**src/hdl/mem_emu_pkg.sv**
```systemverilog
package mem_emu_pkg;

    // Sizes
    // ----------------------------------------
    localparam int unsigned XLEN            = 64;
    localparam int unsigned ADDR_W          = 32;
    localparam int unsigned TAG_W           = 4;
    localparam int unsigned MEM_DEPTH       = 256;
    localparam int unsigned MEM_PIPE_STAGES = 2;

    // Derived array geometry
    localparam int unsigned MEM_IDX_W = $clog2(MEM_DEPTH);
    localparam int unsigned DW_OFF_W  = $clog2(XLEN / 8);
    localparam logic [ADDR_W-1:0] MEM_BYTES = ADDR_W'(MEM_DEPTH * (XLEN / 8));

    // Encodings
    // ----------------------------------------
    typedef enum logic [1:0] {
        MEM_ACC_INSTR = 2'd0,
        MEM_ACC_LD    = 2'd1,
        MEM_ACC_ST    = 2'd2
    } mem_acc_t;

    typedef enum logic [2:0] {
        LS_BYTE       = 3'd0,
        LS_BYTE_U     = 3'd1,
        LS_HALFWORD   = 3'd2,
        LS_HALFWORD_U = 3'd3,
        LS_WORD       = 3'd4,
        LS_WORD_U     = 3'd5,
        LS_DOUBLEWORD = 3'd6
    } ls_type_t;

    // RISC-V mcause values
    typedef enum logic [4:0] {
        E_I_ADDR_MISALIGNED  = 5'd0,
        E_I_ACCESS_FAULT     = 5'd1,
        E_LD_ADDR_MISALIGNED = 5'd4,
        E_LD_ACCESS_FAULT    = 5'd5,
        E_ST_ADDR_MISALIGNED = 5'd6,
        E_ST_ACCESS_FAULT    = 5'd7,
        E_UNKNOWN            = 5'd31
    } except_code_t;

    // Request and answer records
    // ----------------------------------------
    typedef struct packed {
        logic [TAG_W-1:0]  tag;
        mem_acc_t          acc_type;
        ls_type_t          ls_type;
        logic [ADDR_W-1:0] addr;
        logic [XLEN-1:0]   value;
    } mem_req_t;

    typedef struct packed {
        logic [TAG_W-1:0]  tag;
        mem_acc_t          acc_type;
        logic [ADDR_W-1:0] addr;
        logic [XLEN-1:0]   value;
        logic              except_raised;
        except_code_t      except_code;
    } mem_ans_t;

    // One doubleword seen as bytes, halfwords, words or whole
    typedef union packed {
        logic [7:0][7:0]  b;
        logic [3:0][15:0] h;
        logic [1:0][31:0] w;
        logic [63:0]      d;
    } mem_lane_u;

endpackage

```
**src/hdl/mem_req_check.sv**
```systemverilog
module mem_req_check (
    input  mem_emu_pkg::mem_req_t     req_i,
    output logic                      except_raised_o,
    output mem_emu_pkg::except_code_t except_code_o
);

    import mem_emu_pkg::*;

    logic [DW_OFF_W-1:0] align_mask;
    logic                misaligned;
    logic                out_of_range;

    // Alignment check
    // ----------------------------------------
    always_comb begin : p_align
        align_mask = '0;
        if (req_i.acc_type == MEM_ACC_INSTR) begin
            // Fetches are always word accesses
            align_mask = 3'b011;
        end else begin
            case (req_i.ls_type)
                LS_BYTE, LS_BYTE_U:         align_mask = 3'b000;
                LS_HALFWORD, LS_HALFWORD_U: align_mask = 3'b001;
                LS_WORD, LS_WORD_U:         align_mask = 3'b011;
                default:                    align_mask = 3'b111;
            endcase
        end
    end

    assign misaligned   = |(req_i.addr[DW_OFF_W-1:0] & align_mask);
    assign out_of_range = (req_i.addr >= MEM_BYTES);

    // Exception code
    // ----------------------------------------
    always_comb begin : p_code
        except_raised_o = misaligned | out_of_range;
        except_code_o   = E_UNKNOWN;
        // Misalignment wins over an access fault
        if (misaligned) begin
            case (req_i.acc_type)
                MEM_ACC_INSTR: except_code_o = E_I_ADDR_MISALIGNED;
                MEM_ACC_LD:    except_code_o = E_LD_ADDR_MISALIGNED;
                MEM_ACC_ST:    except_code_o = E_ST_ADDR_MISALIGNED;
                default:       except_code_o = E_UNKNOWN;
            endcase
        end else if (out_of_range) begin
            case (req_i.acc_type)
                MEM_ACC_INSTR: except_code_o = E_I_ACCESS_FAULT;
                MEM_ACC_LD:    except_code_o = E_LD_ACCESS_FAULT;
                MEM_ACC_ST:    except_code_o = E_ST_ACCESS_FAULT;
                default:       except_code_o = E_UNKNOWN;
            endcase
        end
    end

    // Data accesses must carry a known size
    always_comb begin : p_ls_check
        a_ls_defined: assert final (req_i.acc_type == MEM_ACC_INSTR ||
                                    req_i.ls_type != 3'd7);
    end

endmodule

```
**config.mk**
```make
export PLATFORM = sky130hd
export DESIGN_NAME = mem_req_check
export DESIGN_NICKNAME = d
export VERILOG_FILES = /design/src/hdl/mem_emu_pkg.sv /design/src/hdl/mem_req_check.sv
export SDC_FILE = /design/constraint.sdc
export NUM_CORES = 1
export LEC_CHECK = 0
export BUFFER_PORTS_ARGS = -buffer_cell sky130_fd_sc_hd__buf_2
export CELL_PAD_IN_SITES_DETAIL_PLACEMENT = 0
export CELL_PAD_IN_SITES_GLOBAL_PLACEMENT = 1
export CORE_AREA = 2 2 42 44
export DETAILED_ROUTE_END_ITERATION = 8
export DIE_AREA = 0 0 44 46
export PLACE_DENSITY = 0.95
export SLEW_MARGIN = 10
export SYNTH_ARGS = -nofsm -noshare
export SYNTH_HDL_FRONTEND = slang
export SYNTH_SLANG_ARGS = --single-unit
export TNS_END_PERCENT = 5
```
**constraint.sdc**
```tcl
create_clock -name vclk -period 1.2
set_input_delay 0.12 -clock vclk [all_inputs]
set_output_delay 0.12 -clock vclk [all_outputs]
set_load 0.01 [all_outputs]
```
Word level (Yosys, flattened, before mapping)
Cells that the tools add are included.
- flip-flop bits (word level): 0
- input bits: 105
- output and inout bits: 6
- word-level logic and storage cells: 22
- order comparisons: 1
- eq/ne operators: 7
- mux-type cells: 6
- bitwise operators: 2
- reductions and logical operators: 6
- operator list (operator ; count):
    $ge A32 B12 Y1 const B ; 1
    $pmux W5 S3 ; 2
    $mux W5 ; 2
    $pmux W3 S3 ; 1
    $eq A3 B2 Y1 const B ; 2
    $eq A3 B3 Y1 const B ; 2
    $reduce_or A2 Y1 ; 3
    $and A3 B3 Y3 ; 1
    $eq A3 B1 Y1 const B ; 1
    $logic_not A3 Y1 ; 1
    $mux W3 ; 1
    $reduce_or A3 Y1 ; 1
    $eq A2 B1 Y1 const B ; 1
    $eq A2 B2 Y1 const B ; 1
    $logic_not A2 Y1 ; 1
    $or A1 B1 Y1 ; 1

Depth between registers and ports, before layout
- depth in word-level cells: 7
- mapped depth: 4
- gate-level depth less buffers: 3

Worst setup path before layout
Ideal clock, no wire load.
- path type: input port to output port
- start point: input req_i[85] (netlist bit)
- end point: output except_code_o[4]
- data arrival time: 1.150 ns
- data required time: 1.080 ns
- setup slack: -0.070 ns
- cell stages on the path: 4
- path buffers: 1
- cell sequence: nor4_2 nand4_1 o31ai_1 buf_4
- word-level cells in the longest chain between the ends: 3
- ends and longest elaborated chain (item ; RTL line ; text):
    start: declaration ; mem_req_check.sv:2 ; input mem_emu_pkg::mem_req_t req_i,
    $ge A32 B12 Y1 ; mem_req_check.sv:31 ; assign out_of_range = (req_i.addr >= MEM_BYTES);
    $mux W5 ; mem_req_check.sv:46 ; end else if (out_of_range) begin
    $mux W5 ; mem_req_check.sv:39 ; if (misaligned) begin
    end: declaration ; mem_req_check.sv:4 ; output mem_emu_pkg::except_code_t except_code_o
No other way between the ends.

Final worst setup path
- start point: input req_i[77] (netlist bit)
- end point: output except_code_o[1]
Same word-level chain as after synthesis.

==> flow_summary.json <==
{
  "avgRoutedWirePerCell_um": 9.62,
  "seq_cells": 0,
  "dieArea_um2": 2020,
  "dr.pass1.iters": 1,
  "fmax_mhz": 794,
  "synth_area_um2": 141,
  "rsz0062_at_grt": "yes",
  "violations": "negative setup slack",
  "synth_top_area_frac": 0.265,
  "ir_drop_v": 0.0000834,
  "syn-num-nets": 126,
  "synth_cell_types": 13,
  "synthCells": 21,
  "drc_errors": 0,
  "fp.dieH_um": 46,
  "seq_area_frac_synth": 0,
  "gp_congestion": 0.704,
  "final_core_util": 0.253,
  "ios": 111,
  "core_um2": 1610,
  "ys_warn_count": 0,
  "die_w_um": 44,
  "dpl.hpwl_um": 621,
  "crit_fanout": 3,
  "hold_buffers": 0,
  "synthTopCellsByArea": "nor4_2, o31ai_1, nand2_1, nor2_1, a2bb2oi_1",
  "drv_slew": 0,
  "grt-ovfl-total": 0,
  "n_antenna_cell": 0,
  "grt_pass1_wl_um": 1120,
  "postLayoutCellArea_um2": 408,
  "avgSynthCellArea_um2": 6.73,
  "cp-start-kind": "primary input",
  "maxCapViolations": 0,
  "place.port_buffers": 34,
  "layout.nets": 163,
  "min_period_ns": 1.26,
  "drtAntennaViolNets": 0,
  "seqCellArea_um2": 0,
  "placed_area_um2": 338,
  "tightest_slew_ns": 0.331,
  "total_power_w": 0.000111,
  "fin_crit_sh": 1.05,
  "synth_top_area_cell": "nor4_2",
  "cp.arrival_ns": 1.14,
  "multi_input_area_um2": 175,
  "initial_utilization": 0.0876,
  "post_drt_via_cell_ratio": 4.18,
  "dp_slack_ns": -0.133,
  "maxSlewHeadroom": 0.779,
  "powerDensity_nw_per_um2": 273,
  "fillCellCount": 190,
  "hold_path_class": "primary input to output port",
  "nClkBuffers": 0,
  "drtIter0Drc": 0,
  "rows": 15,
  "setup_viol": 5,
  "hold_viol": 0,
  "leakage_nw": 0.192,
  "setup_tns_ns": -0.230,
  "area_growth_pct": 188,
  "grt_use_total": 0.0712,
  "required_ns": 1.08,
  "vias": 305,
  "crit_type": "primary input to output port",
  "synth_commonest_cells": "nand2_1, nor2_1, nor4_2, o31ai_1",
  "antenna_found_initial": 0,
  "end_kind": "output port",
  "wl_um": 702,
  "drive_gt1_frac": 0.786,
  "grt_pass1_vias": 303,
  "grt_max_degree": 6,
  "outcome": "finished with violations",
  "setup_ws_ns": -0.0592
}
## metal layers
metal  part of all wire  GRT usage  routed length (um)  up-vias
met5                  0          0                   0        -
met4                  0          0                   0        0
met3               0.23     0.0238                 158        0
met2               0.39      0.126                 271       33
met1               0.39     0.0884                 272      117
li1                   -          -                   -      155
## logic make-up (layout without fill, tap and decap cells)
logic type,after synthesis,in the layout,share of synthesized area
simple gates,13,13,0.593
compound gates,6,6,0.327
buf+inv,2,37,0.0796
## worst paths after layout
check,start,end,cells past startpoint
min,req_i[100],except_code_o[1],4
max,req_i[77],except_code_o[1],6
## placed cells by master, fill, tap and decap left out, drive strengths merged
cell type / count
a21o: 1
a2bb2oi: 1
buf: 36
inv: 1
nand2: 3
nand4: 1
nor2: 3
nor3: 1
nor4: 4
o211ai: 1
o31ai: 3
or3: 1
## power by group
group | total (W) | switching (W) | internal [W]
registers | 0 | 0 | 0
logic | 0.000111 | 0.0000491 | 0.0000624
clock network | 0 | 0 | 0
total | 0.000111 | 0.0000491 | 0.0000624
## cell type report
type / count / area share
Timing Repair Buffer: 36 / 0.509
Multi-Input combinational cell: 19 / 0.429
Inverter: 1 / 0.00920
Tap cell: 17 / 0.0521
## worst max-delay path, stage by stage
cell,delay (ns)
buf_6,0.09
nor4_4,0.25
nand4_1,0.17
buf_6,0.17
o31ai_2,0.17
buf_2,0.16
## through the flow
step                instances  hold slack [ns]
floorplan                  21            0.353
global placement           72            0.566
detailed placement         72            0.578
CTS                        73            0.573
global route               73            0.589
finish                     73            0.569
## timing repair
| item | in CTS | in global routing |
|---|---|---|
| gates cloned | 0 | 0 |
| pin swaps | 3 | 0 |
| buffers inserted | 1 | 0 |
| gates resized for setup | 8 | 2 |
| endpoints found under the setup margin | 5 | 6 |
No activity file was read; power rests on OpenSTA's default activity.
