<file path="config.mk">
export PLATFORM = sky130hd
export DESIGN_NAME = spill_cell_flush_flat
export DESIGN_NICKNAME = d
export VERILOG_FILES = /design/src/hdl/mem_emu_pkg.sv /design/src/hdl/mem_ans_if.sv /design/src/hdl/spill_cell_flush.sv /design/src/flat_wrapper.sv
export SDC_FILE = /design/constraint.sdc
export NUM_CORES = 1
export LEC_CHECK = 0
export BUFFER_PORTS_ARGS = -buffer_cell sky130_fd_sc_hd__buf_2
export CAP_MARGIN = 20
export CORE_ASPECT_RATIO = 0.6
export CORE_MARGIN = 4
export CORE_UTILIZATION = 35
export DETAILED_ROUTE_END_ITERATION = 8
export GPL_TIMING_DRIVEN = 0
export MAX_ROUTING_LAYER = met4
export PLACE_DENSITY_LB_ADDON = 0.2
export SETUP_SLACK_MARGIN = 0.15
export SLEW_MARGIN = 0
export SYNTH_ARGS = -nofsm -noshare
export SYNTH_HDL_FRONTEND = slang
export SYNTH_SLANG_ARGS = --single-unit
</file>
<file path="constraint.sdc">
create_clock -name clk_i -period 31.2 [get_ports clk_i]
set_clock_uncertainty 0.05 [all_clocks]
set_input_delay 4.68 -clock clk_i [delete_from_list [all_inputs] [get_ports clk_i]]
set_output_delay 4.68 -clock clk_i [all_outputs]
set_load 0.05 [all_outputs]
</file>
<file path="src/hdl/mem_emu_pkg.sv">
package mem_emu_pkg;

    // Sizes
    // ----------------------------------------
    localparam int unsigned XLEN            = 64;
    localparam int unsigned ADDR_W          = 32;
    localparam int unsigned TAG_W           = 4;
    localparam int unsigned MEM_DEPTH       = 256;
    localparam int unsigned MEM_PIPE_STAGES = 2;

    // Derived array geometry
    localparam int unsigned MEM_IDX_W = $clog2(MEM_DEPTH);
    localparam int unsigned DW_OFF_W  = $clog2(XLEN / 8);
    localparam logic [ADDR_W-1:0] MEM_BYTES = ADDR_W'(MEM_DEPTH * (XLEN / 8));

    // Encodings
    // ----------------------------------------
    typedef enum logic [1:0] {
        MEM_ACC_INSTR = 2'd0,
        MEM_ACC_LD    = 2'd1,
        MEM_ACC_ST    = 2'd2
    } mem_acc_t;

    typedef enum logic [2:0] {
        LS_BYTE       = 3'd0,
        LS_BYTE_U     = 3'd1,
        LS_HALFWORD   = 3'd2,
        LS_HALFWORD_U = 3'd3,
        LS_WORD       = 3'd4,
        LS_WORD_U     = 3'd5,
        LS_DOUBLEWORD = 3'd6
    } ls_type_t;

    // RISC-V mcause values
    typedef enum logic [4:0] {
        E_I_ADDR_MISALIGNED  = 5'd0,
        E_I_ACCESS_FAULT     = 5'd1,
        E_LD_ADDR_MISALIGNED = 5'd4,
        E_LD_ACCESS_FAULT    = 5'd5,
        E_ST_ADDR_MISALIGNED = 5'd6,
        E_ST_ACCESS_FAULT    = 5'd7,
        E_UNKNOWN            = 5'd31
    } except_code_t;

    // Request and answer records
    // ----------------------------------------
    typedef struct packed {
        logic [TAG_W-1:0]  tag;
        mem_acc_t          acc_type;
        ls_type_t          ls_type;
        logic [ADDR_W-1:0] addr;
        logic [XLEN-1:0]   value;
    } mem_req_t;

    typedef struct packed {
        logic [TAG_W-1:0]  tag;
        mem_acc_t          acc_type;
        logic [ADDR_W-1:0] addr;
        logic [XLEN-1:0]   value;
        logic              except_raised;
        except_code_t      except_code;
    } mem_ans_t;

    // One doubleword seen as bytes, halfwords, words or whole
    typedef union packed {
        logic [7:0][7:0]  b;
        logic [3:0][15:0] h;
        logic [1:0][31:0] w;
        logic [63:0]      d;
    } mem_lane_u;

endpackage

</file>
<file path="src/hdl/mem_ans_if.sv">
interface mem_ans_if;

    // Handshake
    logic valid;
    logic ready;

    // Payload
    mem_emu_pkg::mem_ans_t ans;

    // Producer side drives the record
    modport prod (
        output valid,
        output ans,
        input  ready
    );

    // Consumer side accepts it
    modport cons (
        input  valid,
        input  ans,
        output ready
    );

endinterface

</file>
<file path="src/hdl/spill_cell_flush.sv">
module spill_cell_flush (
    input  logic                  clk_i,
    input  logic                  rst_n_i,
    input  logic                  flush_i,
    mem_ans_if.cons               in,
    output logic                  valid_o,
    input  logic                  ready_i,
    output mem_emu_pkg::mem_ans_t data_o
);

    import mem_emu_pkg::*;

    logic     main_valid_q;
    logic     spill_valid_q;
    mem_ans_t main_q;
    mem_ans_t spill_q;
    logic     main_load;
    logic     in_hs;

    // Main register is free or being drained this cycle
    assign main_load = ~main_valid_q | ready_i;
    assign in_hs     = in.valid & in.ready;

    // Ready comes straight from a flop
    assign in.ready = ~spill_valid_q;

    // Control
    // ----------------------------------------
    always_ff @(posedge clk_i) begin : p_ctrl
        if (!rst_n_i) begin
            main_valid_q  <= 1'b0;
            spill_valid_q <= 1'b0;
        end else if (flush_i) begin
            main_valid_q  <= 1'b0;
            spill_valid_q <= 1'b0;
        end else if (main_load) begin
            // Spill entry drains first while the input is blocked
            main_valid_q  <= spill_valid_q | in.valid;
            spill_valid_q <= 1'b0;
        end else if (in_hs) begin
            spill_valid_q <= 1'b1;
        end
    end

    // Payload
    // ----------------------------------------
    always_ff @(posedge clk_i) begin : p_data
        if (main_load) begin
            main_q <= spill_valid_q ? spill_q : in.ans;
        end
        if (!main_load && in_hs) begin
            spill_q <= in.ans;
        end
    end

    assign valid_o = main_valid_q;
    assign data_o  = main_q;

    // Held answer must not change before it is taken
    a_out_stable: assert property (@(posedge clk_i) disable iff (!rst_n_i || flush_i)
        valid_o && !ready_i |=> valid_o && $stable(data_o));

endmodule

</file>
<file path="src/flat_wrapper.sv">
// flat-port wrapper written by rule: the top's interface ports become plain ports
module spill_cell_flush_flat import mem_emu_pkg::*;
  (clk_i, rst_n_i, flush_i, valid_o, ready_i, data_o, in_valid, in_ans, in_ready);
  mem_ans_if in_i ();
  input  logic clk_i;
  input  logic rst_n_i;
  input  logic flush_i;
  output logic valid_o;
  input  logic ready_i;
  output mem_emu_pkg::mem_ans_t data_o;
  input wire logic [$bits(in_i.valid)-1:0] in_valid;
  input wire logic [$bits(in_i.ans)-1:0] in_ans;
  output wire logic [$bits(in_i.ready)-1:0] in_ready;
  assign in_i.valid = in_valid;
  assign in_i.ans = in_ans;
  assign in_ready = in_i.ready;
  spill_cell_flush u_core (.clk_i(clk_i), .rst_n_i(rst_n_i), .flush_i(flush_i), .in(in_i), .valid_o(valid_o), .ready_i(ready_i), .data_o(data_o));
endmodule
</file>
---- Yosys cells after proc, flatten, opt, wreduce, memory -nomap -nowiden ----
Index checks and enable logic that the tools add are counted.
cells by class
  equal/unequal tests ..................... 0
  shifts and indexed selects .............. 0
  divide/modulo/power cells ............... 0
  reduce and logical (&&, ||, !) cells .... 4
  $add $sub $neg .......................... 0
  bitwise logic cells ..................... 6
  $lt $le $gt $ge ......................... 0
  multiplexer cells ....................... 1
  multipliers ............................. 0
operators by type and width
  kind                 number
  two-way mux 108 bit  1
  NOT 1 bit            3
  OR reduction 3 bit   1
  OR 1 bit             2
  OR reduction 2 bit   1
  AND 1 bit            1
  logical AND 1 bit    1
  logical NOT 1 bit    1
storage, ports and cells
  memories ................................ 0
  RAM bits ................................ 0
  input port bits ......................... 113
  register bits ........................... 218
  memory bits (read-only) ................. 0
  logic and storage cells ................. 25
  bits in latches ......................... 0

---- Logic depth before layout (Yosys ltp) ----
Gate-level depths: netlist of the first run.
  word-level depth ........................ 4
  gate-level depth with buffers ........... 4
  mapped depth without buffers ............ 2

---- Worst setup path after synthesis of the first run ----
Ideal clock, no wire load.
  path kind ............................... input to register
  start point ............................. input port ready_i
  end point ............................... register u_core.spill_q[0] (netlist bit), enable pin
  library setup time ...................... 729 ps
  path slack .............................. 14,991 ps
  path buffers ............................ 0
  arrival time ............................ 15,430 ps
  cell stages on the path ................. 2
  cell sequence ........................... nand2b_1 nor3b_1
on the way
  cells in the longest elaborated chain, start to end .. 3
ends and longest elaborated chain
  what                    RTL line                RTL
  start: declaration      flat_wrapper.sv:9       input logic ready_i;
  OR 1 bit                spill_cell_flush.sv:21  assign main_load = ~main_valid_q | ready_i;
  logical NOT 1 bit       spill_cell_flush.sv:51  if (!main_load && in_hs) begin
  logical AND 1 bit       spill_cell_flush.sv:51
  end signal: assignment  spill_cell_flush.sv:52  spill_q <= in.ans;
  end: declaration        spill_cell_flush.sv:16  mem_ans_t spill_q;
Every way passes these cells.
A chain may end at the register's enable or synchronous reset.

---- Final worst setup path of the first run ----
  start point ............................. input port ready_i
  end point ............................... register u_core.spill_q[59] (netlist bit), enable pin
on the way
  cells in the longest elaborated chain, start to end .. 3
ends and longest elaborated chain
  what                  RTL line                RTL
  OR 1 bit              spill_cell_flush.sv:21
  via u_core.main_load  spill_cell_flush.sv:17  logic main_load;
  logical NOT 1 bit     spill_cell_flush.sv:51
  logical AND 1 bit     spill_cell_flush.sv:51
The timed path passes the listed nets, and every way through them passes these cells.

==> out/qor.txt, run 1 <==
CTS tree -> built
layout cells sized above 1 -> 62.2%
setup bufs post-CTS -> 0
RD Place Congestion -> 0.737
hold buffers post-CTS -> 0
type of origin of the critical path -> input pin
RSZ-0062 raised after global routing -> false
total gr overflow -> 0
final setup fails -> 0
# DRC -> 0
DR top layer -> met4
placed cell count -> 887
Yosys cell types -> 11
Max IR drop VDD -> 0.0408 mV
Starting Density -> 35.7%
dominant cell type by area after synthesis -> edfxtp_1
total iterations of the first detailed-routing run -> 6
post-cts repair resize count -> 0
CP endpoint kind -> flip-flop
Nets -> 716
GRT Util Overall -> 13.0%
height of the chip -> 124 um
# IOs -> 223
first-pass GRT wire length -> 25.5 mm
Met3 Routed Length -> 1.45 mm
Worst-Margin Slew -> 0.982 ns
total of flip-flops plus latches after synthesis -> 218
Rows -> 42
WHS Path Cells -> 1
worst hold start -> u_core.spill_q[64]
clock sinks -> 218
maximum clock frequency -> 142 MHz
r2r worst-path depth -> 9
Met1 Wirelength -> 7.60 mm
minimum clock period -> 7.06 ns
setup TNS -> 0 ns
antenna violations before repair -> 1
Die Span X -> 202 um
antenna-violating nets left -> 0
Post-Syn Area -> 7900 um^2
final hold violation count -> 0
Top FF cell, synth -> edfxtp_1
fraction of registers with async set/reset -> 0%
max cap viols -> 0
storage element area -> 6530 um^2
CTS Root Cell -> clkbuf_16
count leader, synth -> edfxtp_1
met2 wire len -> 7.12 mm
critical path type -> in2reg
placed wire-length estimate -> 11.7 mm
H-tree lvl count -> 1
Post-synth EDFFs -> 216
P per Cell Area -> 63.0 nW/um^2
wire length per cell -> 17.8 um
CTS max path bufs -> 3
post-synthesis sequential area ratio -> 82.6%
quantity of I/O buffers inserted on ports -> 222
die area -> 25100 um^2
Final Max Slew Viols -> 0
YS warnings -> 0
Commonest cells post-synth -> 216 x edfxtp_1, 108 x mux2_2, 10 x buf_6
CP arrival -> 7.21 ns
hold crit path type -> reg2reg
initial DRC count -> 192
syn_nets -> 458
area of the multi-input gates -> 1260 um^2
vias in the first global route -> 4420
Non-Filler Instances -> 929
Skew-Pair Late Insertion Delay -> 0.50 ns
total CTS buffers -> 22
Worst R2R Start -> u_core.valid_o
critical path required time -> 31.34 ns
Synth area leaders -> edfxtp_1 82%, mux2_2 15%, buf_6 1.4%, dfxtp_1 0.51%, nand2b_1 0.16%
core area -> 22100 um^2
Overall Power -> 646 uW
cell count after synthesis -> 345
Slew headroom -> 34.3%
fill count -> 1914
mean post-synth cell area -> 22.9 um^2
critical path fanouts, max -> 58
routed wire length -> 16.5 mm
final period utilization -> 22.6%
largest net degree at the start of global routing -> 59
synth-to-layout area growth -> 29.9%
Clk pin slew, worst setup/hold paths -> 0.06 ns
post-synth top area share -> 82.1%
DR vias -> 4133
P_leak -> 3.89 nW
via density per instance -> 4.45
CP startpoint -> ready_i
outcome -> finished clean
## worst max-delay path, cell delays in order
cell and delay [ns]:
buf_2 0.10, nand2b_4 0.21, buf_16 0.25, nor3b_2 0.85, buf_8 0.24, buf_8 0.17
buf_6 0.18, buf_6 0.17, buf_6 0.16, buf_6 0.16
## cell usage in the layout (no fill, tap or decap), drive strengths merged
cell and n:
mux2 108, clkinv 10, dfxtp 2, nor3b 1
edfxtp 216, diode 2, nand2b 2, buf 246
clkbuf 29, a21oi 1, nor3 1, nor2 1
inv 2
## area by class of cell
class	count	area share [%]
Clock inverter	11	0.512
Antenna cell	2	0.0488
Clock buffer	29	6.02
Multi-Input combinational cell	114	12.3
Inverter	1	0.0366
Sequential cell	218	63.6
Timing Repair Buffer	234	12.5
Buffer	12	1.19
Tap cell	308	3.76
## stage by stage
stage	util [%]	hold slack [ns]	cell area [um^2]	setup WS, ns
global placement	42.5	0.478	9400	7.25
detailed placement	43.3	0.482	9590	23.58
CTS	46.4	0.497	10300	24.09
floorplan	-	0.473	7900	14.99
finish	46.4	0.493	10300	24.14
global route	46.4	0.507	10300	23.97
## path summary, 6_finish.rpt
| kind | end | slack [ns] |
|---|---|---|
| setup / recovery | u_core.spill_q[59] | 24.14 |
| hold / removal | u_core.data_o[64] | 0.49 |
| setup reg to reg | u_core.spill_q[59] | 28.11 |
| hold reg to reg | u_core.data_o[64] | 0.49 |
## power by group
part / switching [mW] / internal [mW]
Sequential: 0.00291 / 0.334
Combinational: 0.0467 / 0.0179
Clock: 0.105 / 0.139
Total: 0.155 / 0.491
## state kept, by name, indices dropped and copies added (netlist names)
| register | count |
|---|---|
| u_core.data_o | 108 |
| u_core.spill_q | 108 |
| u_core.valid_o | 1 |
| u_core.spill_valid_q | 1 |
## cells by family after synthesis
family                 Yosys count  synth area share, %
AO/OA/AOI/OAI                    1               0.0633
buffers and inverters           13                 1.60
flip-flops                     218                 82.6
multiplexers                   108                 15.4
AND/OR/NAND/NOR                  5                0.364
## routing by layer
layer | global-route usage (%) | vias to the layer above
met2 | 18.8 | 156
met4 | 2.85 | 0
li1 | - | 1911
met5 | - | -
met3 | 4.97 | 30
met1 | 17.6 | 2036
No activity file was read; power rests on OpenSTA's default activity.
==> inputs of run 2 (changes only) <==
- ABC_AREA: not set -> 1
- clock period: 31.2 -> 7.2 ns (I/O delays scaled with it)
==> out/qor.txt, run 2 <==
final hold violation count -> 0
Skew-Pair Late Insertion Delay -> 0.49 ns
setup TNS -> 0 ns
total CTS buffers -> 22
YS warnings -> 0
GRT Util Overall -> 14.5%
setup bufs post-CTS -> 0
final period utilization -> 42.8%
die area -> 25400 um^2
hold_ws -> 0.461 ns
worst path bufs/invs -> 5
P per Cell Area -> 283 nW/um^2
RSZ-0062 raised after global routing -> false
Met3 Routed Length -> 1.75 mm
maximum clock frequency -> 325 MHz
# DRC -> 0
CTS tree -> built
CP endpoint kind -> flip-flop
Yosys cell types -> 9
Top FF cell, synth -> edfxtp_1
quantity of I/O buffers inserted on ports -> 222
Non-Filler Instances -> 1168
post-cts repair resize count -> 0
Nets -> 948
CTS max path bufs -> 3
antenna-violating nets left -> 0
fraction of registers with async set/reset -> 0%
mean post-synth cell area -> 13.8 um^2
first-pass GRT wire length -> 28.4 mm
Top Family by Delay on Critical Path -> simple AND/OR/NAND/NOR gates
crit path max-delay cell type -> nor3_4
P_leak -> 4.52 nW
CTS Root Cell -> clkbuf_16
largest net degree at the start of global routing -> 110
total of flip-flops plus latches after synthesis -> 218
antenna violations before repair -> 8
WHS Path Cells -> 2
commonest non-fill, non-tap cell in the layout -> nand2_1
Reg2Reg Setup Slack -> 4.49 ns
worst r2r dst -> u_core.spill_q[86]
core area -> 22300 um^2
H-tree lvl count -> 1
Rows -> 42
syn_nets -> 695
type of origin of the critical path -> input pin
vias in the first global route -> 4889
cell count after synthesis -> 582
Worst R2R Start -> u_core.valid_o
Die Span X -> 203 um
Final Max Slew Viols -> 0
Met1 Wirelength -> 8.78 mm
hold buffers post-CTS -> 0
count leader, synth -> nand2_1
Post-Syn Area -> 8000 um^2
placed cell count -> 1119
Post-synth EDFFs -> 216
DR top layer -> met4
Synth area leaders -> edfxtp_1 81%, nand2_1 15%, buf_6 1.7%, buf_2 0.63%, dfxtp_1 0.50%
via density per instance -> 4.26
Overall Power -> 2.96 mW
r2r worst-path depth -> 5
CP arrival -> 3.23 ns
Crit path depth -> 7
final setup fails -> 0
routed wire length -> 18.5 mm
DR vias -> 4973
hold crit path type -> reg2reg
fill count -> 2111
Clk pin slew, worst setup/hold paths -> 0.06 ns
Slew headroom -> 36.8%
# IOs -> 223
crit path to -> u_core.spill_q[86]
crit-path cells -> buf_2 -> inv_1 -> nand2_8 -> nor3_4 -> buf_8 -> buf_8 -> buf_16
height of the chip -> 125 um
dominant cell type by area after synthesis -> edfxtp_1
clock sinks -> 218
crit-path max cell delay -> 0.84 ns
post-synthesis sequential area ratio -> 81.5%
Max IR drop VDD -> 0.131 mV
Starting Density -> 35.9%
outcome -> finished clean
critical path type -> in2reg
Commonest cells post-synth -> 330 x nand2_1, 216 x edfxtp_1, 12 x buf_6
critical path's most frequent cell -> buf_8
layout cells sized above 1 -> 33.8%
placed wire-length estimate -> 12.6 mm
minimum clock period -> 3.08 ns
wire length per cell -> 15.9 um
post-synth top area share -> 81.0%
max cap viols -> 0
synth-to-layout area growth -> 30.7%
met2 wire len -> 7.71 mm
initial DRC count -> 233
Worst-Margin Slew -> 0.948 ns
critical path required time -> 7.35 ns
total iterations of the first detailed-routing run -> 5
critical path fanouts, max -> 109
total gr overflow -> 0
CP startpoint -> ready_i
RD Place Congestion -> 0.769
most frequent cells in the layout -> 329 x nand2_1, 232 x buf_2, 216 x edfxtp_1
==> run 2: logic make-up after synthesis <==
kind of cell | share of synthesized area [%]
and+or+nand+nor | 15.7
buffers and inverters | 2.78
DFF | 81.5
==> run 2: cell type report <==
class / count / area, um^2 / share of cell area, %
diodes: 9 / 22.5 / 0.215
plain buffers: 24 / 200 / 1.91
clock buffers: 27 / 591 / 5.65
clock inverters: 13 / 165 / 1.58
inverters: 6 / 22.5 / 0.215
multi-input cells: 334 / 1280 / 12.3
flip-flops and latches: 218 / 6530 / 62.4
well taps: 308 / 385 / 3.68
repair buffers: 229 / 1270 / 12.1
==> run 2: worst register-to-register path: stages (launching register included) <==
cell and delay (ns):
dfxtp_1 0.46, nand2_8 0.47, nor3_4 0.86, buf_8 0.25, buf_8 0.18, buf_16 0.16
==> run 2: metrics by stage <==
stage | setup WS (ns) | util (%) | area, um^2
after floorplan | 0.458 | - | 8020
after global placement | -2.76 | 42.7 | 9510
after detailed placement | 3.43 | 43.5 | 9680
after CTS | 3.96 | 46.8 | 10400
after global routing | 3.91 | 46.9 | 10500
final | 4.12 | 47.0 | 10500
==> run 2: metal layers <==
| layer | GRT usage (%) | vias to the layer above |
|---|---|---|
| li1 | - | 2481 |
| met1 | 20.8 | 2306 |
| met2 | 19.7 | 159 |
| met3 | 5.56 | 27 |
| met4 | 2.54 | 0 |
| met5 | - | - |
==> run 2: power by group <==
group,total (mW),switching (mW),internal (mW)
Combinational,0.293,0.225,0.0679
Clock,1.20,0.475,0.728
Sequential,1.47,0.0133,1.45
Total,2.96,0.713,2.25
==> run 2: how the worst min path moves through the flow <==
stage / startpoint / end / slack, ns
2_1_floorplan: u_core.spill_q[0] / u_core.data_o[0] / 0.44
3_3_place_gp: u_core.spill_q[82] / u_core.data_o[82] / 0.45
3_5_place_dp: u_core.spill_q[46] / u_core.data_o[46] / 0.45
4_1_cts: u_core.spill_q[27] / u_core.data_o[27] / 0.46
5_1_grt: u_core.spill_q[35] / u_core.data_o[35] / 0.48
6_report: u_core.spill_q[46] / u_core.data_o[46] / 0.46
