--- src/hdl/mem_emu_pkg.sv ---
package mem_emu_pkg;

    // Sizes
    // ----------------------------------------
    localparam int unsigned XLEN            = 64;
    localparam int unsigned ADDR_W          = 32;
    localparam int unsigned TAG_W           = 4;
    localparam int unsigned MEM_DEPTH       = 256;
    localparam int unsigned MEM_PIPE_STAGES = 2;

    // Derived array geometry
    localparam int unsigned MEM_IDX_W = $clog2(MEM_DEPTH);
    localparam int unsigned DW_OFF_W  = $clog2(XLEN / 8);
    localparam logic [ADDR_W-1:0] MEM_BYTES = ADDR_W'(MEM_DEPTH * (XLEN / 8));

    // Encodings
    // ----------------------------------------
    typedef enum logic [1:0] {
        MEM_ACC_INSTR = 2'd0,
        MEM_ACC_LD    = 2'd1,
        MEM_ACC_ST    = 2'd2
    } mem_acc_t;

    typedef enum logic [2:0] {
        LS_BYTE       = 3'd0,
        LS_BYTE_U     = 3'd1,
        LS_HALFWORD   = 3'd2,
        LS_HALFWORD_U = 3'd3,
        LS_WORD       = 3'd4,
        LS_WORD_U     = 3'd5,
        LS_DOUBLEWORD = 3'd6
    } ls_type_t;

    // RISC-V mcause values
    typedef enum logic [4:0] {
        E_I_ADDR_MISALIGNED  = 5'd0,
        E_I_ACCESS_FAULT     = 5'd1,
        E_LD_ADDR_MISALIGNED = 5'd4,
        E_LD_ACCESS_FAULT    = 5'd5,
        E_ST_ADDR_MISALIGNED = 5'd6,
        E_ST_ACCESS_FAULT    = 5'd7,
        E_UNKNOWN            = 5'd31
    } except_code_t;

    // Request and answer records
    // ----------------------------------------
    typedef struct packed {
        logic [TAG_W-1:0]  tag;
        mem_acc_t          acc_type;
        ls_type_t          ls_type;
        logic [ADDR_W-1:0] addr;
        logic [XLEN-1:0]   value;
    } mem_req_t;

    typedef struct packed {
        logic [TAG_W-1:0]  tag;
        mem_acc_t          acc_type;
        logic [ADDR_W-1:0] addr;
        logic [XLEN-1:0]   value;
        logic              except_raised;
        except_code_t      except_code;
    } mem_ans_t;

    // One doubleword seen as bytes, halfwords, words or whole
    typedef union packed {
        logic [7:0][7:0]  b;
        logic [3:0][15:0] h;
        logic [1:0][31:0] w;
        logic [63:0]      d;
    } mem_lane_u;

endpackage

--- src/hdl/mem_ans_if.sv ---
interface mem_ans_if;

    // Handshake
    logic valid;
    logic ready;

    // Payload
    mem_emu_pkg::mem_ans_t ans;

    // Producer side drives the record
    modport prod (
        output valid,
        output ans,
        input  ready
    );

    // Consumer side accepts it
    modport cons (
        input  valid,
        input  ans,
        output ready
    );

endinterface

--- src/hdl/mem_latency_pipe.sv ---
module mem_latency_pipe #(
    parameter int unsigned NUM_STAGES = mem_emu_pkg::MEM_PIPE_STAGES
) (
    input  logic                  clk_i,
    input  logic                  rst_n_i,
    input  logic                  flush_i,
    input  logic                  en_i,
    input  logic                  valid_i,
    input  mem_emu_pkg::mem_ans_t ans_i,
    mem_ans_if.prod               out
);

    import mem_emu_pkg::*;

    if (NUM_STAGES == 0) begin : g_bypass
        assign out.valid = valid_i;
        assign out.ans   = ans_i;
    end else begin : g_stages
        logic [NUM_STAGES-1:0] valid_q;
        mem_ans_t              ans_q [NUM_STAGES];

        // Valid chain where bubbles shift along too
        always_ff @(posedge clk_i) begin : p_valid
            if (!rst_n_i) begin
                valid_q <= '0;
            end else if (flush_i) begin
                valid_q <= '0;
            end else if (en_i) begin
                valid_q[0] <= valid_i;
                for (int i = 1; i < NUM_STAGES; i++) begin
                    valid_q[i] <= valid_q[i-1];
                end
            end
        end

        always_ff @(posedge clk_i) begin : p_payload
            if (en_i) begin
                ans_q[0] <= ans_i;
                for (int i = 1; i < NUM_STAGES; i++) begin
                    ans_q[i] <= ans_q[i-1];
                end
            end
        end

        assign out.valid = valid_q[NUM_STAGES-1];
        assign out.ans   = ans_q[NUM_STAGES-1];
    end

endmodule

--- src/flat_wrapper.sv ---
// flat-port wrapper written by rule: the top's interface ports become plain ports
module mem_latency_pipe_flat import mem_emu_pkg::*;
#(
    parameter int unsigned NUM_STAGES = mem_emu_pkg::MEM_PIPE_STAGES
)
  (clk_i, rst_n_i, flush_i, en_i, valid_i, ans_i, out_valid, out_ans, out_ready);
  mem_ans_if out_i ();
  input  logic clk_i;
  input  logic rst_n_i;
  input  logic flush_i;
  input  logic en_i;
  input  logic valid_i;
  input  mem_emu_pkg::mem_ans_t ans_i;
  output wire logic [$bits(out_i.valid)-1:0] out_valid;
  output wire logic [$bits(out_i.ans)-1:0] out_ans;
  input wire logic [$bits(out_i.ready)-1:0] out_ready;
  assign out_valid = out_i.valid;
  assign out_ans = out_i.ans;
  assign out_i.ready = out_ready;
  mem_latency_pipe #(.NUM_STAGES(NUM_STAGES)) u_core (.clk_i(clk_i), .rst_n_i(rst_n_i), .flush_i(flush_i), .en_i(en_i), .valid_i(valid_i), .ans_i(ans_i), .out(out_i));
endmodule
--- config.mk ---
export PLATFORM = sky130hd
export DESIGN_NAME = mem_latency_pipe_flat
export DESIGN_NICKNAME = d
export VERILOG_FILES = /design/src/hdl/mem_emu_pkg.sv /design/src/hdl/mem_ans_if.sv /design/src/hdl/mem_latency_pipe.sv /design/src/flat_wrapper.sv
export SDC_FILE = /design/constraint.sdc
export NUM_CORES = 1
export LEC_CHECK = 0
export ABC_AREA = 1
export BUFFER_PORTS_ARGS = -buffer_cell sky130_fd_sc_hd__buf_2
export CORE_MARGIN = 2
export CORE_UTILIZATION = 37
export CTS_CLUSTER_SIZE = 10
export DETAILED_ROUTE_END_ITERATION = 12
export PLACE_DENSITY_LB_ADDON = 0.12
export RECOVER_POWER = 50
export SYNTH_ARGS = -nofsm -noshare
export SYNTH_HDL_FRONTEND = slang
export SYNTH_SLANG_ARGS = --single-unit
export TNS_END_PERCENT = 30
--- constraint.sdc ---
create_clock -name clk_i -period 0.8 [get_ports clk_i]
set_input_delay 0.04 -clock clk_i [delete_from_list [all_inputs] [get_ports clk_i]]
set_output_delay 0.04 -clock clk_i [all_outputs]
set_load 0.01 [all_outputs]
=== Word-level counts from Yosys, hierarchy flattened ===
Memory sizes are Yosys's and may differ from the RTL's.
Cells that the tools add are included.
Widths: inputs -> output; s select.

* Output and inout bits: 109
* Word-level logic and storage cells: 6
* Memories: 1
* Register bits: 2
* Bits of input ports: 114
* RAM bits: 216

{| class="wikitable"
|+ Memories
! memory !! depth !! bits a word !! read ports !! clocked after memory_dff !! write ports !! RTL line !! text
|-
| u_core.g_stages.ans_q || 2 || 108 || 2 || 0 || 2 || mem_latency_pipe.sv:20 || <nowiki>mem_ans_t ans_q [NUM_STAGES];</nowiki>
|}

* Mux-type cells: 2
* Reduce and logical (&&, ||, !) cells: 1
* Bitwise operators: 1

{| class="wikitable"
|+ Operators by type and width
! kind !! count
|-
| $mux 1 || 2
|-
| $reduce_or 2->1 || 1
|-
| $not 1->1 || 1
|}

=== Depth between registers and ports, before layout ===
Gate-level depths: netlist of the first run.

* Word-level depth: 2
* Depth in mapped cells: 3
* Depth with buffers taken out: 3

=== Least setup slack after synthesis of the first run ===
OpenSTA, ideal clock, no wires.

* Kind: reg2reg
* Start point: memory u_core.g_stages.ans_q[0][0] in the netlist's numbering
* End point: memory u_core.g_stages.ans_q[0][108] in the netlist's numbering (data pin)
* Setup time: 266 ps
* Required time: 534 ps
* Path buffers: 0
* Period minus slack after synthesis: 589 ps
* Setup slack: 211 ps
* Cell stages (with the launch flop): 1
* Data arrival time: 323 ps
* Path through: edfxtp_1

{| class="wikitable"
|+ RTL lines
! what !! RTL line
|-
| start, declared || mem_latency_pipe.sv:20
|}

==> results of run 1 <==
==> final timing paths <==
kind	slack, ns	depth (start not counted)	startpoint	to
hold reg to reg	0.41	0	u_core.g_stages.ans_q[0][56]$_DFFE_PP_	u_core.g_stages.ans_q[0][164]$_DFFE_PP_
setup / recovery	-0.31	1	u_core.g_stages.ans_q[0][146]$_DFFE_PP_	out_ans[38]
hold / removal	0.22	2	en_i	u_core.g_stages.ans_q[0][117]$_DFFE_PP_
setup reg to reg	0.16	0	u_core.g_stages.ans_q[0][90]$_DFFE_PP_	u_core.g_stages.ans_q[0][198]$_DFFE_PP_
==> power by group through the flow <==
stage	clock network, mW	registers, mW	logic (mW)
2_1_floorplan	0	13.9	0.692
3_3_place_gp	0	13.9	1.14
3_5_place_dp	0	14.0	1.15
4_1_cts	10.3	13.7	1.59
5_1_grt	10.7	13.8	1.66
6_report	9.89	13.7	1.53
==> cells in the mapped netlist <==
cell type  instances  area (sq um)
buf_4            108         810.8
edfxtp_1         216          6486
dfxtp_1            2         40.04
nand2_1            5         18.77
a21oi_1            2         10.01
inv_1              2         7.510
==> stage by stage <==
stage / TNS [ns] / setup WS [ns]
floorplan: 0 / 0.2112
global placement: -8.225 / -0.08722
detailed placement: -8.872 / -0.09119
CTS: -30.38 / -0.3368
global route: -32.46 / -0.3595
finish: -26.91 / -0.3146
==> state kept, by name, indices dropped and copies added, names as in the netlist <==
register,flops
u_core.g_stages.ans_q,216
u_core.g_stages.valid_q,2
==> placed cells by master (no fill, tap or decap) <==
cell,n
buf_2,216
buf_4,3
dlygate4sd3_1,112
edfxtp_1,216
dfxtp_1,1
dfxtp_2,1
clkbuf_1,5
clkinv_2,2
clkbuf_16,27
nand2_1,5
diode_2,1
buf_6,6
clkbuf_2,4
inv_1,2
clkinv_1,1
a21oi_1,2
==> routing by layer <==
| metal | share of wire | GRT usage | vias up |
|---|---|---|---|
| li1 | - | - | 1651 |
| met1 | 0.42 | 0.1427 | 1617 |
| met2 | 0.47 | 0.1864 | 169 |
| met3 | 0.089 | 0.04465 | 30 |
| met4 | 0.025 | 0.03627 | 2 |
| met5 | 0.00088 | 0 | - |
==> cells by family after synthesis <==
group	share of synthesized area
and+or+nand+nor	0.002546
AOI/OAI and AO/OA	0.001358
buffers and inverters	0.1110
DFF	0.8851
==> layout make-up <==
class	instances	area, sq um
antenna	1	2.502
clock buffer	31	690.7
timing repair buffer	342	2316
inverter	2	7.507
tap	265	331.6
sequential	218	6528
fill	1659	9608
clock inverter	3	13.76
multi-input combinational	7	28.78
==> timing repair <==
action / 4_1_cts / 5_1_grt
setup endpoints to repair: 109 / 109
hold buffers: 112 / 0
cloned: 0 / 0
endpoints found under the hold margin: 113 / 0
gates resized for setup: 2 / 3
==> results_dict.tcl, run 1 <==
set metrics [dict create \
    finalHoldViolations 0 \
    max_freq_mhz 897.2 \
    switchingPower_mw 4.839 \
    gp_congestion 0.6944 \
    required_ns 0.76 \
    violations "setup timing" \
    layout.cells.non_filler 869 \
    power.density_mw_per_mm2 2537 \
    ios 223 \
    final_cell_area_sq_mm 0.009918 \
    synth_cell_types 6 \
    end_kind "primary output" \
    final-setup-viol-count 111 \
    drv_slew 0 \
    worst_pin_slew_ns 0.4809 \
    critPathMaxStageDelay_ns 0.41 \
    syn_area_sq_mm 0.007373 \
    yosys_register_bits 218 \
    clkPwrFrac 0.393 \
    hp-class "input pin to register" \
    drv_cap 0 \
    syn2layout_area_growth_pct 34.52 \
    seq_area_frac_synth 0.8851 \
    cp_slowest_cell "edfxtp_1" \
    drt_iter0_drc 125 \
    numCtsBuffers 26 \
    rows 51 \
    netSwitchingFraction 0.1923 \
    peakVddDrop_mv 1.563 \
    h-tree-depth 1 \
    dpl.hpwl_um 7816 \
    dpl.cell_count 722 \
    timing.slew.headroom 0.6794 \
    final_layout_size_suffix_gt1_frac 0.4295 \
    grt_max_degree 53 \
    vias_per_cell 3.992 \
    synth_cells 335 \
    skew_ns 0.01456 \
    dieArea_sq_mm 0.02107 \
    worst-path-buf-inv 1 \
    initial_utilization 0.3776 \
    antenna_found_initial 2 \
    fin_crit_ns 1.115 \
    rsz0062_at_grt "yes" \
    io_buffers 221 \
    grt_pass1_vias 3694 \
    critical_path.top_delay_family "flip-flops" \
    min_period_over_period 1.393 \
    wl_um 12540 \
    syn_nets 449 \
    status "finished, violations left" \
    clock_latency_ns 0.51 \
    cts_tree "yes" \
    drc 0 \
    hold_slack_ns 0.2211 \
    drtPass1Iterations 4 \
    cts_setup_buffers 0 \
    nets 711 \
    die_h_um 145.2 \
    crit_fanout 1 \
    layout_setup_ws_ns -0.3146 \
    seqPwrFrac 0.546 \
    dpl_cell_area_sq_mm 0.008127 \
    avgSynthCellArea_sq_um 22.01 \
    grt_pass1_wl_um 19130 \
    vias 3469 \
    combPwrFrac 0.061 \
    die_w_um 145.2 \
    path_class "register to primary output" \
    p_leak_nw 3.882 \
    path_cells "buf_2" \
    cts_sinks 218 \
    utilization 0.5079 \
    cts_buffer_depth 3 \
    critPathLaunchType "register" \
    ctsRootBufferMaster "clkbuf_16" \
    ant_nets 0 \
    cp_data_arrival_time_ns 1.07 \
    internal-power_mw 20.33 \
    gr-total-overflow 0 \
    power_mw 25.17 \
    avgRoutedWirePerCell_um 14.43 \
    core-area_sq_mm 0.01953 \
    grt.total_usage 0.1149 \
    clk_pin_slew_ns 0.05 \
    yosys_warnings 0 \
]
(Power assumes the default switching activity.)
==> run 2: changes to the inputs <==
--- a/config.mk
+++ b/config.mk
@@ -9,6 +9,7 @@
 export BUFFER_PORTS_ARGS = -buffer_cell sky130_fd_sc_hd__buf_2
 export CORE_MARGIN = 2
 export CORE_UTILIZATION = 37
+export CTS_BUF_LIST = sky130_fd_sc_hd__clkbuf_4
 export CTS_CLUSTER_SIZE = 10
 export DETAILED_ROUTE_END_ITERATION = 12
 export PLACE_DENSITY_LB_ADDON = 0.12
==> run 2 against run 1 <==
  * The run still ends with setup timing left
  * Non-clock buffer count stayed put
  * Core utilization is 0.19 points higher
  * Setup slack lost 0.13 ns
  * Clock power shrank 7.9%
  * Largest cell class unchanged
  * Largest power group unchanged
  * Highest routed layer unchanged
==> results_dict.tcl, run 2 (synthesis gave the netlist of run 1 again) <==
set metrics [dict create \
    rsz0062_at_grt "yes" \
    reg2reg_to "u_core.g_stages.ans_q[0][151]$_DFFE_PP_" \
    worst_pin_slew_ns 0.4736 \
    syn2layout_area_growth_pct 35.02 \
    final-setup-viol-count 326 \
    drc 0 \
    cts_tree "yes" \
    clk_pin_slew_ns 0.07 \
    setup_tns_ns -75.03 \
    r2r_setup_slack_ns 0.15 \
    dieArea_sq_mm 0.02107 \
    layout_setup_ws_ns -0.4435 \
    p_leak_nw 3.951 \
    critical_path.top_delay_family "flip-flops" \
    cp.depth 1 \
    avgRoutedWirePerCell_um 13.68 \
    min_period_over_period 1.554 \
    fin_crit_ns 1.243 \
    largest_reg_flops 216 \
    hp-class "input pin to register" \
    gp_congestion 0.6944 \
    io_buffers 221 \
    min_from "ans_i[75]" \
    ant_nets 0 \
    grt_pass1_wl_um 19750 \
    grt_pass1_vias 3957 \
    crit_fanout 1 \
    rr_worst_depth 0 \
    final_cell_area_sq_mm 0.009956 \
    nets 739 \
    skew_ns 0.01273 \
    ios 223 \
    path_class "register to primary output" \
    crit_path_start "u_core.g_stages.ans_q[0][146]$_DFFE_PP_" \
    end_kind "primary output" \
    timing.slew.headroom 0.6843 \
    core-area_sq_mm 0.01953 \
    cp_slowest_cell "edfxtp_1" \
    drv_cap 0 \
    gr-total-overflow 0 \
    peakVddDrop_mv 1.138 \
    vias_per_cell 3.960 \
    wl_um 12750 \
    ctsRootBufferMaster "clkbuf_4" \
    die_h_um 145.2 \
    clock_latency_ns 0.62 \
    finalHoldViolations 0 \
    reg.largest.list "u_core.g_stages.ans_q (216), u_core.g_stages.valid_q (2)" \
    initial_utilization 0.3776 \
    status "finished, violations left" \
    grt.total_usage 0.1195 \
    mostFrequentLayoutCells "edfxtp_1 (216), buf_2 (206), dlygate4sd3_1 (112), clkbuf_4 (82), clkinv_1 (11)" \
    path_cells "buf_2" \
    worst-path-buf-inv 1 \
    dpl_cell_area_sq_mm 0.008127 \
    max_freq_mhz 804.2 \
    numCtsBuffers 54 \
    drv_slew 0 \
    violations "setup timing" \
    drt_iter0_drc 167 \
    cp_data_arrival_time_ns 1.20 \
    fill_cells 1702 \
    vias 3691 \
    required_ns 0.76 \
    multi_input_area_sq_um 28.78 \
    rows 51 \
    power.density_mw_per_mm2 2450 \
    regArea_sq_mm 0.006528 \
    antenna_found_initial 2 \
    critPathMaxStageDelay_ns 0.42 \
    critPathLaunchType "register" \
    cts_buffer_depth 3 \
    hold_end "u_core.g_stages.ans_q[0][75]$_DFFE_PP_" \
    r2r-start "u_core.g_stages.ans_q[0][43]$_DFFE_PP_" \
    grt_max_degree 53 \
    h-tree-depth 2 \
    regMostFlops "u_core.g_stages.ans_q" \
    cts_sinks 218 \
    min_path_cells 2 \
    final_layout_size_suffix_gt1_frac 0.4610 \
    dpl.hpwl_um 7816 \
    drtPass1Iterations 4 \
    cts_setup_buffers 0 \
    die_w_um 145.2 \
    final_common_cell "edfxtp_1" \
]
-- run 2: stage by stage --
step             util  worst slack [ns]  instances  power (mW)  hold slack, ns
2_1_floorplan       -            0.2112        335       14.60          0.1389
3_3_place_gp   0.4162          -0.08722        722       15.09          0.2171
3_5_place_dp   0.4162          -0.09119        722       15.12          0.2181
4_1_cts        0.5098           -0.5178        931       24.86         0.04002
5_1_grt        0.5097           -0.5594        931       25.67         0.03032
6_report       0.5099           -0.4435        932       24.39          0.1257
-- run 2: routing by layer --
| metal | global-route usage | part of all wire | up-vias |
|---|---|---|---|
| met4 | 0.05147 | 0.016 | 2 |
| met2 | 0.1869 | 0.47 | 180 |
| met3 | 0.05818 | 0.099 | 24 |
| met5 | 0 | 0.00086 | - |
| met1 | 0.1410 | 0.41 | 1730 |
| li1 | - | - | 1755 |
-- run 2: worst max path at each step --
stage | end | slack (ns)
5_1_grt | out_ans[38] | -0.56
4_1_cts | out_ans[10] | -0.52
3_5_place_dp | u_core.g_stages.valid_q[0]$_SDFFE_PP0P_ | -0.09
3_3_place_gp | u_core.g_stages.valid_q[0]$_SDFFE_PP0P_ | -0.09
6_report | out_ans[38] | -0.44
2_1_floorplan | u_core.g_stages.ans_q[0][108]$_DFFE_PP_ | 0.21
-- run 2: repair_timing --
action                     CTS  global route
hold endpoints to repair   326             0
resized for setup            2             4
hold buffers               112             0
setup endpoints to repair  109           111
-- run 2: cell type report --
cell class	count	share of cell area
multi-input cells	7	0.002891
well taps	265	0.03330
repair buffers	342	0.2369
clock buffers	82	0.06183
clock inverters	15	0.008420
inverters	2	0.0007541
flip-flops and latches	218	0.6556
diodes	1	0.0002514
-- run 2: power by group --
group          switching, mW  internal [mW]
Sequential             0.200           13.5
Combinational          0.725          0.840
Clock                   4.12           4.98
Total                   5.05           19.3
==> run 3: changes to the inputs <==
--- a/config.mk
+++ b/config.mk
@@ -8,7 +8,7 @@
 export ABC_AREA = 1
 export BUFFER_PORTS_ARGS = -buffer_cell sky130_fd_sc_hd__buf_2
 export CORE_MARGIN = 2
-export CORE_UTILIZATION = 37
+export CORE_UTILIZATION = 45
 export CTS_BUF_LIST = sky130_fd_sc_hd__clkbuf_4
 export CTS_CLUSTER_SIZE = 10
 export DETAILED_ROUTE_END_ITERATION = 12
==> run 3 against run 2 <==
  * The flow still finishes with violations (setup timing)
  * Sequential cell count stayed put
  * Clock power is 10% lower
  * Fmax is 2.5% higher
  * Core utilization is 10 points higher
  * Largest power group unchanged
  * Non-clock buffer count is 6 higher
  * Final cell count is 5.4% lower
  * Critical path depth stayed put
  * Sequential power hardly changed
  * Critical path type unchanged
  * Via count is 0.57% higher
  * Power is 3.8% lower
==> results_dict.tcl, run 3 (synthesis gave the netlist of run 1 again) <==
set metrics [dict create \
    grt.total_usage 0.1466 \
    cp_data_arrival_time_ns 1.17 \
    cts_tree "yes" \
    gr-total-overflow 0 \
    dpl.cell_count 676 \
    min_period_over_period 1.517 \
    reg2reg_to "u_core.g_stages.valid_q[1]$_SDFFE_PP0P_" \
    rows 46 \
    power_mw 23.46 \
    initial_utilization 0.4625 \
    final_common_cell "buf_2" \
    rsz0062_at_grt "yes" \
    fill_cells 1212 \
    grt_pass1_wl_um 19620 \
    dpl.hpwl_um 7604 \
    path_class "register to primary output" \
    drc 0 \
    vias_per_cell 4.209 \
    fin_crit_ns 1.214 \
    die_h_um 132.0 \
    drv_slew 0 \
    largest_reg_flops 216 \
    multi_input_area_sq_um 32.53 \
    syn2layout_area_growth_pct 32.90 \
    rr_worst_depth 2 \
    wl_um 12810 \
    dieArea_sq_mm 0.01743 \
    ctsRootBufferMaster "clkbuf_4" \
    avgRoutedWirePerCell_um 14.52 \
    clk_pin_slew_ns 0.06 \
    utilization 0.6147 \
    final-setup-viol-count 201 \
    hp-class "input pin to register" \
    violations "setup timing" \
    grt_max_degree 42 \
    peakVddDrop_mv 1.323 \
    gp_congestion 0.7411 \
    hold_end "u_core.g_stages.ans_q[0][79]$_DFFE_PP_" \
    critical_path.top_delay_family "flip-flops" \
    layout_setup_ws_ns -0.4136 \
    r2r_setup_slack_ns 0.13 \
    cts_buffer_depth 3 \
    final_layout_size_suffix_gt1_frac 0.4654 \
    critPathMaxStageDelay_ns 0.39 \
    reg.largest.list "u_core.g_stages.ans_q (216), u_core.g_stages.valid_q (2)" \
    r2r-start "u_core.g_stages.valid_q[0]$_SDFFE_PP0P_" \
    skew_ns 0.03265 \
    critPathLaunchType "register" \
    io_buffers 221 \
    regMostFlops "u_core.g_stages.ans_q" \
    required_ns 0.76 \
    nets 746 \
    core-area_sq_mm 0.01594 \
    max_freq_mhz 824.0 \
    drtPass1Iterations 4 \
    status "finished, violations left" \
    min_path_cells 2 \
    vias 3712 \
    worst_pin_slew_ns 0.7373 \
    p_leak_nw 3.928 \
    grt_pass1_vias 4003 \
    cts_setup_buffers 0 \
    ios 223 \
    setup_tns_ns -54.08 \
    numCtsBuffers 55 \
    ant_nets 0 \
    die_w_um 132.0 \
    clock_latency_ns 0.63 \
    power.density_mw_per_mm2 2394 \
    h-tree-depth 2 \
    drv_cap 0 \
    layout.cells.non_filler 882 \
    min_from "ans_i[79]" \
    timing.slew.headroom 0.5084 \
    finalHoldViolations 0 \
    end_kind "primary output" \
    regArea_sq_mm 0.006528 \
    cp_slowest_cell "edfxtp_1" \
    cts_sinks 218 \
    mostFrequentLayoutCells "buf_2 (217), edfxtp_1 (216), dlygate4sd3_1 (112), clkbuf_4 (76), clkinv_1 (13)" \
    crit_fanout 1 \
    worst-path-buf-inv 1 \
    antenna_found_initial 3 \
    path_cells "buf_2" \
    drt_iter0_drc 101 \
]
-- run 3: cell types whose count changed in the layout (fill, tap and decap cells not counted), sizes merged --
cell	change
clkinv	+1
clkbuf	-9
dlymetal6s4s	+2
bufinv	-1
inv	+1
buf	+4
diode	+1
-- run 3: layer usage --
layer | global-route usage | vias to the layer above | routed length (um)
li1 | - | 1768 | -
met1 | 0.1694 | 1723 | 5003
met2 | 0.2341 | 186 | 6222
met3 | 0.06651 | 33 | 1286
met4 | 0.06944 | 2 | 285
met5 | 0 | - | 13
-- run 3: report_power, final --
group | internal, mW | switching, mW | total (mW)
logic | 0.824 | 0.734 | 1.56
clock network | 4.18 | 4.00 | 8.18
registers | 13.5 | 0.198 | 13.7
total | 18.5 | 4.93 | 23.5
-- run 3: area by class of cell --
class | instances | share of cell area
antenna | 2 | 0.0005107
clock buffer | 73 | 0.05592
clock inverter | 16 | 0.006129
inverter | 2 | 0.0007661
multi-input combinational | 7 | 0.003320
sequential | 218 | 0.6661
tap | 216 | 0.02758
timing repair buffer | 348 | 0.2397
-- run 3: repair_timing --
| item | CTS | global route |
|---|---|---|
| setup endpoints to repair | 109 | 119 |
| pin swaps | 0 | 1 |
| cloned | 0 | 0 |
| gates resized for setup | 2 | 6 |
| hold buffers | 114 | 1 |
| endpoints found under the hold margin | 326 | 205 |
-- run 3: worst max path at each step --
stage | from | to | slack (ns) | cells after the start
global route | u_core.g_stages.ans_q[0][177]$_DFFE_PP_ | out_ans[69] | -0.51 | 1
floorplan | u_core.g_stages.ans_q[0][0]$_DFFE_PP_ | u_core.g_stages.ans_q[0][108]$_DFFE_PP_ | 0.21 | 0
detailed placement | en_i | u_core.g_stages.ans_q[0][96]$_DFFE_PP_ | -0.05 | 2
global placement | en_i | u_core.g_stages.ans_q[0][96]$_DFFE_PP_ | -0.04 | 2
finish | u_core.g_stages.ans_q[0][205]$_DFFE_PP_ | out_ans[97] | -0.41 | 1
CTS | u_core.g_stages.ans_q[0][205]$_DFFE_PP_ | out_ans[97] | -0.51 | 1
-- run 3: per-stage QoR --
step                hold slack (ns)  worst slack, ns  area [sq um]
CTS                         -0.1031          -0.5074          9832
floorplan                    0.1389           0.2112          7373
detailed placement           0.2181         -0.04677          8075
finish                       0.1100          -0.4136          9799
global route                0.04923          -0.5098          9799
global placement             0.2163         -0.03791          8075
